<file path="src/verilog/ste_audio_consts.svh">
//********************
// ste audio constants
// widths, register map and midpoints of the audio path
//********************

`ifndef STE_AUDIO_CONSTS_SVH
`define STE_AUDIO_CONSTS_SVH

`define PSG_W       8     // one psg channel level
`define PSG_SUM_W   10    // a+b+c fits here
`define DMA_W       8     // one dma sound sample
`define MIX_W       15    // mixed channel, dac accumulator

`define AXI_ADDR_W  4
`define AXI_DATA_W  32
`define CTRL_ADDR   0     // control register byte address

`define PSG_OFFSET  512   // midpoint of a psg sum
`define DMA_OFFSET  128   // midpoint of a dma sample

`endif

</file>
<file path="src/verilog/ste_audio_pkg.sv">
//********************
// ste audio types
// struct types shared along the audio path
//********************

`include "ste_audio_consts.svh"

package ste_audio_pkg;

	typedef struct packed {
		logic [`PSG_W-1:0] a;
		logic [`PSG_W-1:0] b;
		logic [`PSG_W-1:0] c;
	} psg_levels_t;

	typedef struct packed {
		logic [`DMA_W-1:0] left;
		logic [`DMA_W-1:0] right;
	} dma_sample_t;

	// two's complement per side
	typedef struct packed {
		logic signed [`MIX_W-1:0] left;
		logic signed [`MIX_W-1:0] right;
	} audio_mix_t;

	typedef struct packed {
		logic psg_stereo;  // a left, c right, b both
		logic ste_enable;  // add dma sound
	} audio_ctrl_t;

endpackage

</file>
<file path="src/verilog/audio_ctrl_regs.sv">
//********************
// audio control registers
// axi4-lite slave holding the mixer control bits
//********************

`timescale 1ns/1ns
`include "ste_audio_consts.svh"

module audio_ctrl_regs (
	input  logic                       clk_32,
	input  logic                       xsint,
	input  logic [`AXI_ADDR_W-1:0]     awaddr,
	input  logic                       awvalid,
	output logic                       awready,
	input  logic [`AXI_DATA_W-1:0]     wdata,
	input  logic [`AXI_DATA_W/8-1:0]   wstrb,
	input  logic                       wvalid,
	output logic                       wready,
	output logic [1:0]                 bresp,
	output logic                       bvalid,
	input  logic                       bready,
	input  logic [`AXI_ADDR_W-1:0]     araddr,
	input  logic                       arvalid,
	output logic                       arready,
	output logic [`AXI_DATA_W-1:0]     rdata,
	output logic [1:0]                 rresp,
	output logic                       rvalid,
	input  logic                       rready,
	output ste_audio_pkg::audio_ctrl_t ctrl
);

localparam logic [1:0] RESP_OKAY = 2'b00;

logic wr_take;  // address and data both present, nothing pending
logic wr_hs;
logic rd_hs;
logic wr_sel;
logic rd_sel;

assign wr_take = awvalid & wvalid & ~awready & ~bvalid;
assign wr_hs   = awready & awvalid & wready & wvalid;
assign rd_hs   = arready & arvalid;

// only one register in the map
assign wr_sel = (awaddr == `AXI_ADDR_W'(`CTRL_ADDR));
assign rd_sel = (araddr == `AXI_ADDR_W'(`CTRL_ADDR));

assign bresp = RESP_OKAY;
assign rresp = RESP_OKAY;

// write address, data and response
always_ff @(posedge clk_32 or negedge xsint) begin
	if (!xsint) begin
		awready <= 1'b0;
		wready  <= 1'b0;
		bvalid  <= 1'b0;
	end else begin
		awready <= wr_take;  // single cycle pulse
		wready  <= wr_take;
		if (wr_hs)
			bvalid <= 1'b1;
		else if (bready)
			bvalid <= 1'b0;  // hold until taken
	end
end

// control bits, byte lane 0 only
always_ff @(posedge clk_32 or negedge xsint) begin
	if (!xsint) begin
		ctrl.psg_stereo <= 1'b0;
		ctrl.ste_enable <= 1'b1;  // ste sound on after reset
	end else if (wr_hs && wr_sel && wstrb[0]) begin
		ctrl.psg_stereo <= wdata[0];
		ctrl.ste_enable <= wdata[1];
	end
end

// read address and response
always_ff @(posedge clk_32 or negedge xsint) begin
	if (!xsint) begin
		arready <= 1'b0;
		rvalid  <= 1'b0;
	end else begin
		arready <= arvalid & ~arready & ~rvalid;
		if (rd_hs)
			rvalid <= 1'b1;
		else if (rready)
			rvalid <= 1'b0;
	end
end

// read data captured with the address
always_ff @(posedge clk_32) begin
	if (rd_hs)
		rdata <= rd_sel ? `AXI_DATA_W'({ctrl.ste_enable, ctrl.psg_stereo}) : '0;
end

endmodule

</file>
<file path="src/verilog/audio_mixer.sv">
//********************
// audio mixer
// psg and dma sound summed to a 15 bit stereo mix
//********************

`timescale 1ns/1ns
`include "ste_audio_consts.svh"

module audio_mixer (
	input  logic                       clk_32,
	input  logic                       xsint,
	input  ste_audio_pkg::audio_ctrl_t ctrl,
	input  ste_audio_pkg::psg_levels_t psg,
	input  ste_audio_pkg::dma_sample_t dma,
	output ste_audio_pkg::audio_mix_t  mix
);

// both sources expanded to 14 bits, sign extended, then added
function automatic logic [`MIX_W-1:0] scale_mix(
	input logic [`PSG_SUM_W-1:0] psg_s,
	input logic [`DMA_W-1:0]     dma_s
);
	return {psg_s[`PSG_SUM_W-1], psg_s, psg_s[`PSG_SUM_W-1 -: 4]} +
	       {dma_s[`DMA_W-1], dma_s, dma_s[`DMA_W-1 -: 6]};
endfunction

logic [`PSG_SUM_W-1:0] sum_ab;
logic [`PSG_SUM_W-1:0] sum_cb;
logic [`PSG_SUM_W-1:0] sum_abc;
logic [`PSG_SUM_W-1:0] psg_l_s;
logic [`PSG_SUM_W-1:0] psg_r_s;
logic [`DMA_W-1:0]     dma_l_s;
logic [`DMA_W-1:0]     dma_r_s;

assign sum_ab  = `PSG_SUM_W'(psg.a) + `PSG_SUM_W'(psg.b);
assign sum_cb  = `PSG_SUM_W'(psg.c) + `PSG_SUM_W'(psg.b);
assign sum_abc = sum_ab + `PSG_SUM_W'(psg.c);

// mono puts all three channels on both sides
assign psg_l_s = (ctrl.psg_stereo ? sum_ab : sum_abc) - `PSG_SUM_W'(`PSG_OFFSET);
assign psg_r_s = (ctrl.psg_stereo ? sum_cb : sum_abc) - `PSG_SUM_W'(`PSG_OFFSET);

assign dma_l_s = ctrl.ste_enable ? dma.left - `DMA_W'(`DMA_OFFSET) : '0;
assign dma_r_s = ctrl.ste_enable ? dma.right - `DMA_W'(`DMA_OFFSET) : '0;

always_ff @(posedge clk_32 or negedge xsint) begin
	if (!xsint) begin
		mix <= '0;
	end else begin
		mix.left  <= scale_mix(psg_l_s, dma_l_s);
		mix.right <= scale_mix(psg_r_s, dma_r_s);
	end
end

endmodule

</file>
<file path="src/verilog/sigma_delta_dac.sv">
//********************
// sigma-delta dac
// first order modulator per channel, 1 bit out
//********************

`timescale 1ns/1ns
`include "ste_audio_consts.svh"

module sigma_delta_dac (
	input  logic                      clk_32,
	input  logic                      xsint,
	input  ste_audio_pkg::audio_mix_t mix,
	output logic                      audio_l,
	output logic                      audio_r
);

logic [1:0][`MIX_W-1:0] level;  // offset binary, 0 is left
logic [1:0][`MIX_W-1:0] acc;
logic [1:0]             carry;

// flipping the sign bit turns two's complement into offset binary
assign level[0] = {~mix.left[`MIX_W-1], mix.left[`MIX_W-2:0]};
assign level[1] = {~mix.right[`MIX_W-1], mix.right[`MIX_W-2:0]};

// carry density tracks level / 2^MIX_W
always_ff @(posedge clk_32 or negedge xsint) begin
	if (!xsint) begin
		acc   <= '0;
		carry <= '0;
	end else begin
		for (int i = 0; i < 2; i++)
			{carry[i], acc[i]} <= {1'b0, acc[i]} + {1'b0, level[i]};
	end
end

assign audio_l = carry[0];
assign audio_r = carry[1];

endmodule

</file>
<file path="src/verilog/ste_audio_top.sv">
//********************
// ste audio top
// control registers, mixer and bitstream dac
//********************

`timescale 1ns/1ns
`include "ste_audio_consts.svh"

module ste_audio_top (
	input  logic                       clk_32,
	input  logic                       xsint,
	input  logic [`AXI_ADDR_W-1:0]     awaddr,
	input  logic                       awvalid,
	output logic                       awready,
	input  logic [`AXI_DATA_W-1:0]     wdata,
	input  logic [`AXI_DATA_W/8-1:0]   wstrb,
	input  logic                       wvalid,
	output logic                       wready,
	output logic [1:0]                 bresp,
	output logic                       bvalid,
	input  logic                       bready,
	input  logic [`AXI_ADDR_W-1:0]     araddr,
	input  logic                       arvalid,
	output logic                       arready,
	output logic [`AXI_DATA_W-1:0]     rdata,
	output logic [1:0]                 rresp,
	output logic                       rvalid,
	input  logic                       rready,
	input  ste_audio_pkg::psg_levels_t psg,
	input  ste_audio_pkg::dma_sample_t dma,
	output logic                       audio_l,
	output logic                       audio_r
);

ste_audio_pkg::audio_ctrl_t ctrl;
ste_audio_pkg::audio_mix_t  mix;

audio_ctrl_regs u_audio_ctrl_regs (
	.clk_32  (clk_32),
	.xsint   (xsint),
	.awaddr  (awaddr),
	.awvalid (awvalid),
	.awready (awready),
	.wdata   (wdata),
	.wstrb   (wstrb),
	.wvalid  (wvalid),
	.wready  (wready),
	.bresp   (bresp),
	.bvalid  (bvalid),
	.bready  (bready),
	.araddr  (araddr),
	.arvalid (arvalid),
	.arready (arready),
	.rdata   (rdata),
	.rresp   (rresp),
	.rvalid  (rvalid),
	.rready  (rready),
	.ctrl    (ctrl)
);

audio_mixer u_audio_mixer (
	.clk_32 (clk_32),
	.xsint  (xsint),
	.ctrl   (ctrl),
	.psg    (psg),
	.dma    (dma),
	.mix    (mix)
);

sigma_delta_dac u_sigma_delta_dac (
	.clk_32  (clk_32),
	.xsint   (xsint),
	.mix     (mix),
	.audio_l (audio_l),  // left bitstream
	.audio_r (audio_r)
);

endmodule
</file>
<file path="config.mk">
export PLATFORM = sky130hd
export DESIGN_NAME = ste_audio_top
export DESIGN_NICKNAME = d
export VERILOG_FILES = /design/src/verilog/ste_audio_pkg.sv /design/src/verilog/audio_ctrl_regs.sv /design/src/verilog/audio_mixer.sv /design/src/verilog/sigma_delta_dac.sv /design/src/verilog/ste_audio_top.sv
export VERILOG_INCLUDE_DIRS = /design/src /design/src/verilog
export SDC_FILE = /design/constraint.sdc
export NUM_CORES = 1
export LEC_CHECK = 0
export ABC_AREA = 1
export BUFFER_PORTS_ARGS = -buffer_cell sky130_fd_sc_hd__buf_4
export CAP_MARGIN = 0
export CORE_MARGIN = 10
export CORE_UTILIZATION = 40
export CTS_BUF_LIST = sky130_fd_sc_hd__clkbuf_16
export CTS_CLUSTER_DIAMETER = 60
export DETAILED_ROUTE_END_ITERATION = 6
export MAX_ROUTING_LAYER = met4
export SETUP_SLACK_MARGIN = 0.05
export SLEW_MARGIN = 40
export SYNTH_ARGS = -nofsm -noshare
export SYNTH_HDL_FRONTEND = slang
export SYNTH_SLANG_ARGS = --single-unit
</file>
<file path="constraint.sdc">
create_clock -name clk_32 -period 2.74 [get_ports clk_32]
set_clock_uncertainty 0.1 [all_clocks]
set_input_delay 0.411 -clock clk_32 [delete_from_list [all_inputs] [get_ports clk_32]]
set_output_delay 0.411 -clock clk_32 [all_outputs]
set_load 0.02 [all_outputs]
</file>
==> metrics.md <==
| Metric | Value |
|---|---|
| Worst min path class | primary input to flip-flop |
| CP arrival | 3450 ps |
| Hold Fails Final Rpt | 0 |
| Clock latency on the worst-skew pair | roughly 350 ps |
| Leak | 4.917 nW |
| Die ar. | between 20000 and 25000 um2 |
| Crit. Startpoint | psg[8] |
| Placed instance count | 1304 |
| Clock transition at the registers of the reported paths | 60 ps |
| Routed length per instance | between 10 and 15 um |
| Largest area contributor in the synthesized netlist | dfrtp_1 |
| Final hold slack | roughly 150 ps |
| Die width | 147.3 um |
| Global-route wire length before repair | ~30 mm |
| Ys flop type | dfrtp_1 |
| Synth Area in Simple Gates | between 20% and 30% |
| Clock root cell | clkbuf_16 |
| Final worst path period share | 120.5% |
| DP Area | between 7000 and 8000 um2 |
| Post-synthesis adder-cell area fraction | between 10% and 20% |
| # DRC | 0 |
| Die Span Y | 147.3 um |
| Maximum clock path buffer count | 2 |
| Diode count | 0 |
| Setup crit end kind | flip-flop |
| Post-Synth XOR/XNOR Area | 4.055% |
| Async set or reset register ratio after synthesis | ~97% |
| Status | finished, violations left |
| Num Clock Sinks | 70 |
| Largest family of logic cells by synthesized area | simple AND/OR/NAND/NOR gates |
| Rel. slew slack | 58.29% |
| CP Class | primary input to flip-flop |
| RD Place Congestion | 0.8823 |
| Compound-Gate Fraction of Synth Area | about a tenth |
| Failing checks | setup timing |
| Area Overhead vs Synth | 39.85% |
| RR Startpoint | u_audio_ctrl_regs.ctrl[1] |
| Syn Inst Count | around 930 |
| Final ANT Viol Nets | 0 |
| # rows | between 40 and 50 |
| Startpoint of the worst hold path | bready |
| Critical Path Fanout Max | 4 |
| Final nets | approximately 1300 |
| Synth top area share | ~26% |
| WP data required | around 2900 ps |
| Mux contribution to synthesized area | less than 1% |
| I/O pins | between 100 and 150 |
| Worst slew pin tran | ~630 ps |
| Register bit total from synthesis | 70 |
| Ys Warns | 0 |
| Final Instance Area | approximately 9100 um2 |
| I/O Buffers | 66 |
| Core Footprint | 15890 um2 |
| Netlist cell types | 35 |
| Sequential element share of the synthesized area | between 20% and 30% |
| Htree depth | 3 |
| Routed Wire Length | 17.63 mm |
| Final min period | approximately 3300 ps |
| Final setup vio count | 28 |
| Largest net degree at the start of global routing | between 60 and 70 |
| Initial cell density of the core | roughly 40% |
| Global Route Usage Sum | between 15 and 20% |
| DRT Pass-1 Iters | 7 |
| Non-Filler Instances | between 1000 and 1500 |
| Post-Syn Area | ~6500 um2 |
| Startpoint types | primary input |
| DP HPWL | around 14 mm |
| CTS tree | built |
| Post-synth EDFFs | 2 |
| Worst VDD drop | ~0.34 mV |
| Vias in the first global route | roughly 6400 |
| Max frequency | just over 300 MHz |
| Area contributors post-synth | dfrtp_1, nand2_1, ha_1 |
| Avg Synthesized Cell Area | 6.975 um2 |
| Final WS setup | -561.7 ps |
| Pwr Density | approximately 810 nW/um2 |
| Initial antenna violation count | 0 |
| Max-capacitance violation count | 0 |
| Drt initial violations | between 200 and 300 |
| Max Slew Vio Count | 0 |
| Remaining global-route overflow | 0 |
| Fillers | 1508 |
| Vias per inst | ~4.7 |
| Via count | 6266 |
| Layout cell share with drive strength beyond 1 | between 30% and 40% |
| CTS Buf Count | 9 |
| RSZ-0062 raised after global routing | yes |
[placed cells by master, fill, tap and decap left out, types with 5 or more instances in the layout]
cell	count
clkbuf_16	9
a21oi_4	5
o21bai_1	6
a21oi_1	51
xor2_2	5
conb_1	34
nand2_1	228
nand2_2	40
buf_4	168
dfrtp_1	67
a21oi_2	17
xnor2_1	6
o21ai_1	5
o21ai_0	24
inv_2	12
ha_1	57
buf_6	9
o21a_1	5
ha_4	23
nor2_1	67
nand3_2	13
inv_1	125
nand3_1	47
xor2_1	17
and2_1	6
nand2_4	13
nor2_2	5
[synthesized netlist by cell type, types with 2 or more instances]
library cell / count
nand3_1: 62
o21ai_2: 5
nand2_1: 276
a21oi_1: 72
a21boi_0: 3
o21a_1: 5
buf_2: 2
nor3_1: 4
inv_1: 139
o21ai_0: 28
nand4_1: 4
xnor2_1: 7
and2_1: 7
nand3b_1: 2
nand2_2: 5
mux2_2: 2
ha_1: 82
nor2_1: 72
buf_4: 35
dfrtp_1: 67
fa_1: 7
o21bai_1: 7
edfxtp_1: 2
xor2_1: 23
[worst max-delay path, stage by stage]
cell	delay [ps]
buf_8	100
ha_4	160
fa_2	390
nand3_2	100
nand2_4	80
nand2_4	80
nand2_2	50
nand2_2	70
nand2_2	60
ha_4	310
nand2_4	70
nor3_2	90
nand2_1	80
nand2_1	80
nand2_2	60
nand2_2	80
nand3_4	130
buf_4	190
ha_4	240
a21oi_1	170
o21ai_0	130
a21oi_2	140
nand2_1	60
nand2_1	50
nand2_1	50
[cell families (layout without fill, tap and decap cells)]
kind of cell	count (synthesis)	after routing
multiplexers	2	2
AO/OA/AOI/OAI	124	124
flip-flops	70	70
AND/OR/NAND/NOR	435	435
buffers and inverters	178	333
XOR/XNOR	30	30
other	1	34
adder cells (fa/ha/maj)	89	89
[stage by stage]
| step | power [mW] | worst slack (ps) | utilization [%] | setup TNS (ps) |
|---|---|---|---|---|
| floorplan | 4.684 | -600.5 | - | -12600 |
| global placement | 5.810 | -1073 | 50.14 | -25720 |
| detailed placement | 5.871 | -1046 | 50.17 | -25890 |
| CTS | 7.199 | -504.4 | 54.28 | -10920 |
| global route | 8.147 | -761.9 | 57.05 | -16350 |
| finish | 7.380 | -561.7 | 57.05 | -12010 |
[registers in the layout, indices dropped and copies added, names as in the netlist]
signal	count
u_audio_ctrl_regs.arready	1
u_audio_ctrl_regs.awready	1
u_audio_ctrl_regs.bvalid	1
u_audio_ctrl_regs.ctrl	2
u_audio_ctrl_regs.rdata	2
u_audio_ctrl_regs.rvalid	1
u_audio_mixer.mix	30
u_sigma_delta_dac.acc	30
u_sigma_delta_dac.carry	2
[layout make-up]
type	count	area, um2	share of cell area, %
multi-input combinational	714	4831	53.31
inverter	140	533.0	5.882
clock inverter	5	52.55	0.5799
clock buffer	9	225.2	2.485
tap	216	270.3	2.982
sequential	70	1763	19.45
timing repair buffer	179	1388	15.31
[layer usage]
metal  GRT usage, %  wire (um)  vias up
met4          4.658        294        0
met2          26.58       8275      145
li1               -          -     3263
met1          20.77       8354     2835
met5              -          0        -
met3          3.624        705       23
[power breakdown]
group / leakage, nW / switching, mW / internal (mW)
clock network: 0.137 / 0.459 / 0.689
registers: 0.815 / 0.167 / 1.47
logic: 3.97 / 2.68 / 1.92
[timing repair]
action | 4_1_cts | 5_1_grt
hold endpoints to repair | 26 | 0
resized for setup | 67 | 90
buffers inserted | 6 | 9
hold buffers | 1 | 0
pin swaps | 23 | 37
setup endpoints to repair | 28 | 28
[worst paths after layout]
kind / endpoint / cells past startpoint / slack (ps)
max in group asynchronous: u_sigma_delta_dac.acc[24] / 2 / 1570
worst min register to register: u_sigma_delta_dac.acc[15] / 1 / 370
min in group asynchronous: u_sigma_delta_dac.acc[5] / 2 / 520
worst max register to register: u_audio_mixer.mix[26] / 11 / 140
worst max-delay path: u_audio_mixer.mix[14] / 25 / -560
worst min-delay path: u_audio_ctrl_regs.bvalid / 2 / 150
No activity file was read; power rests on OpenSTA's default activity.
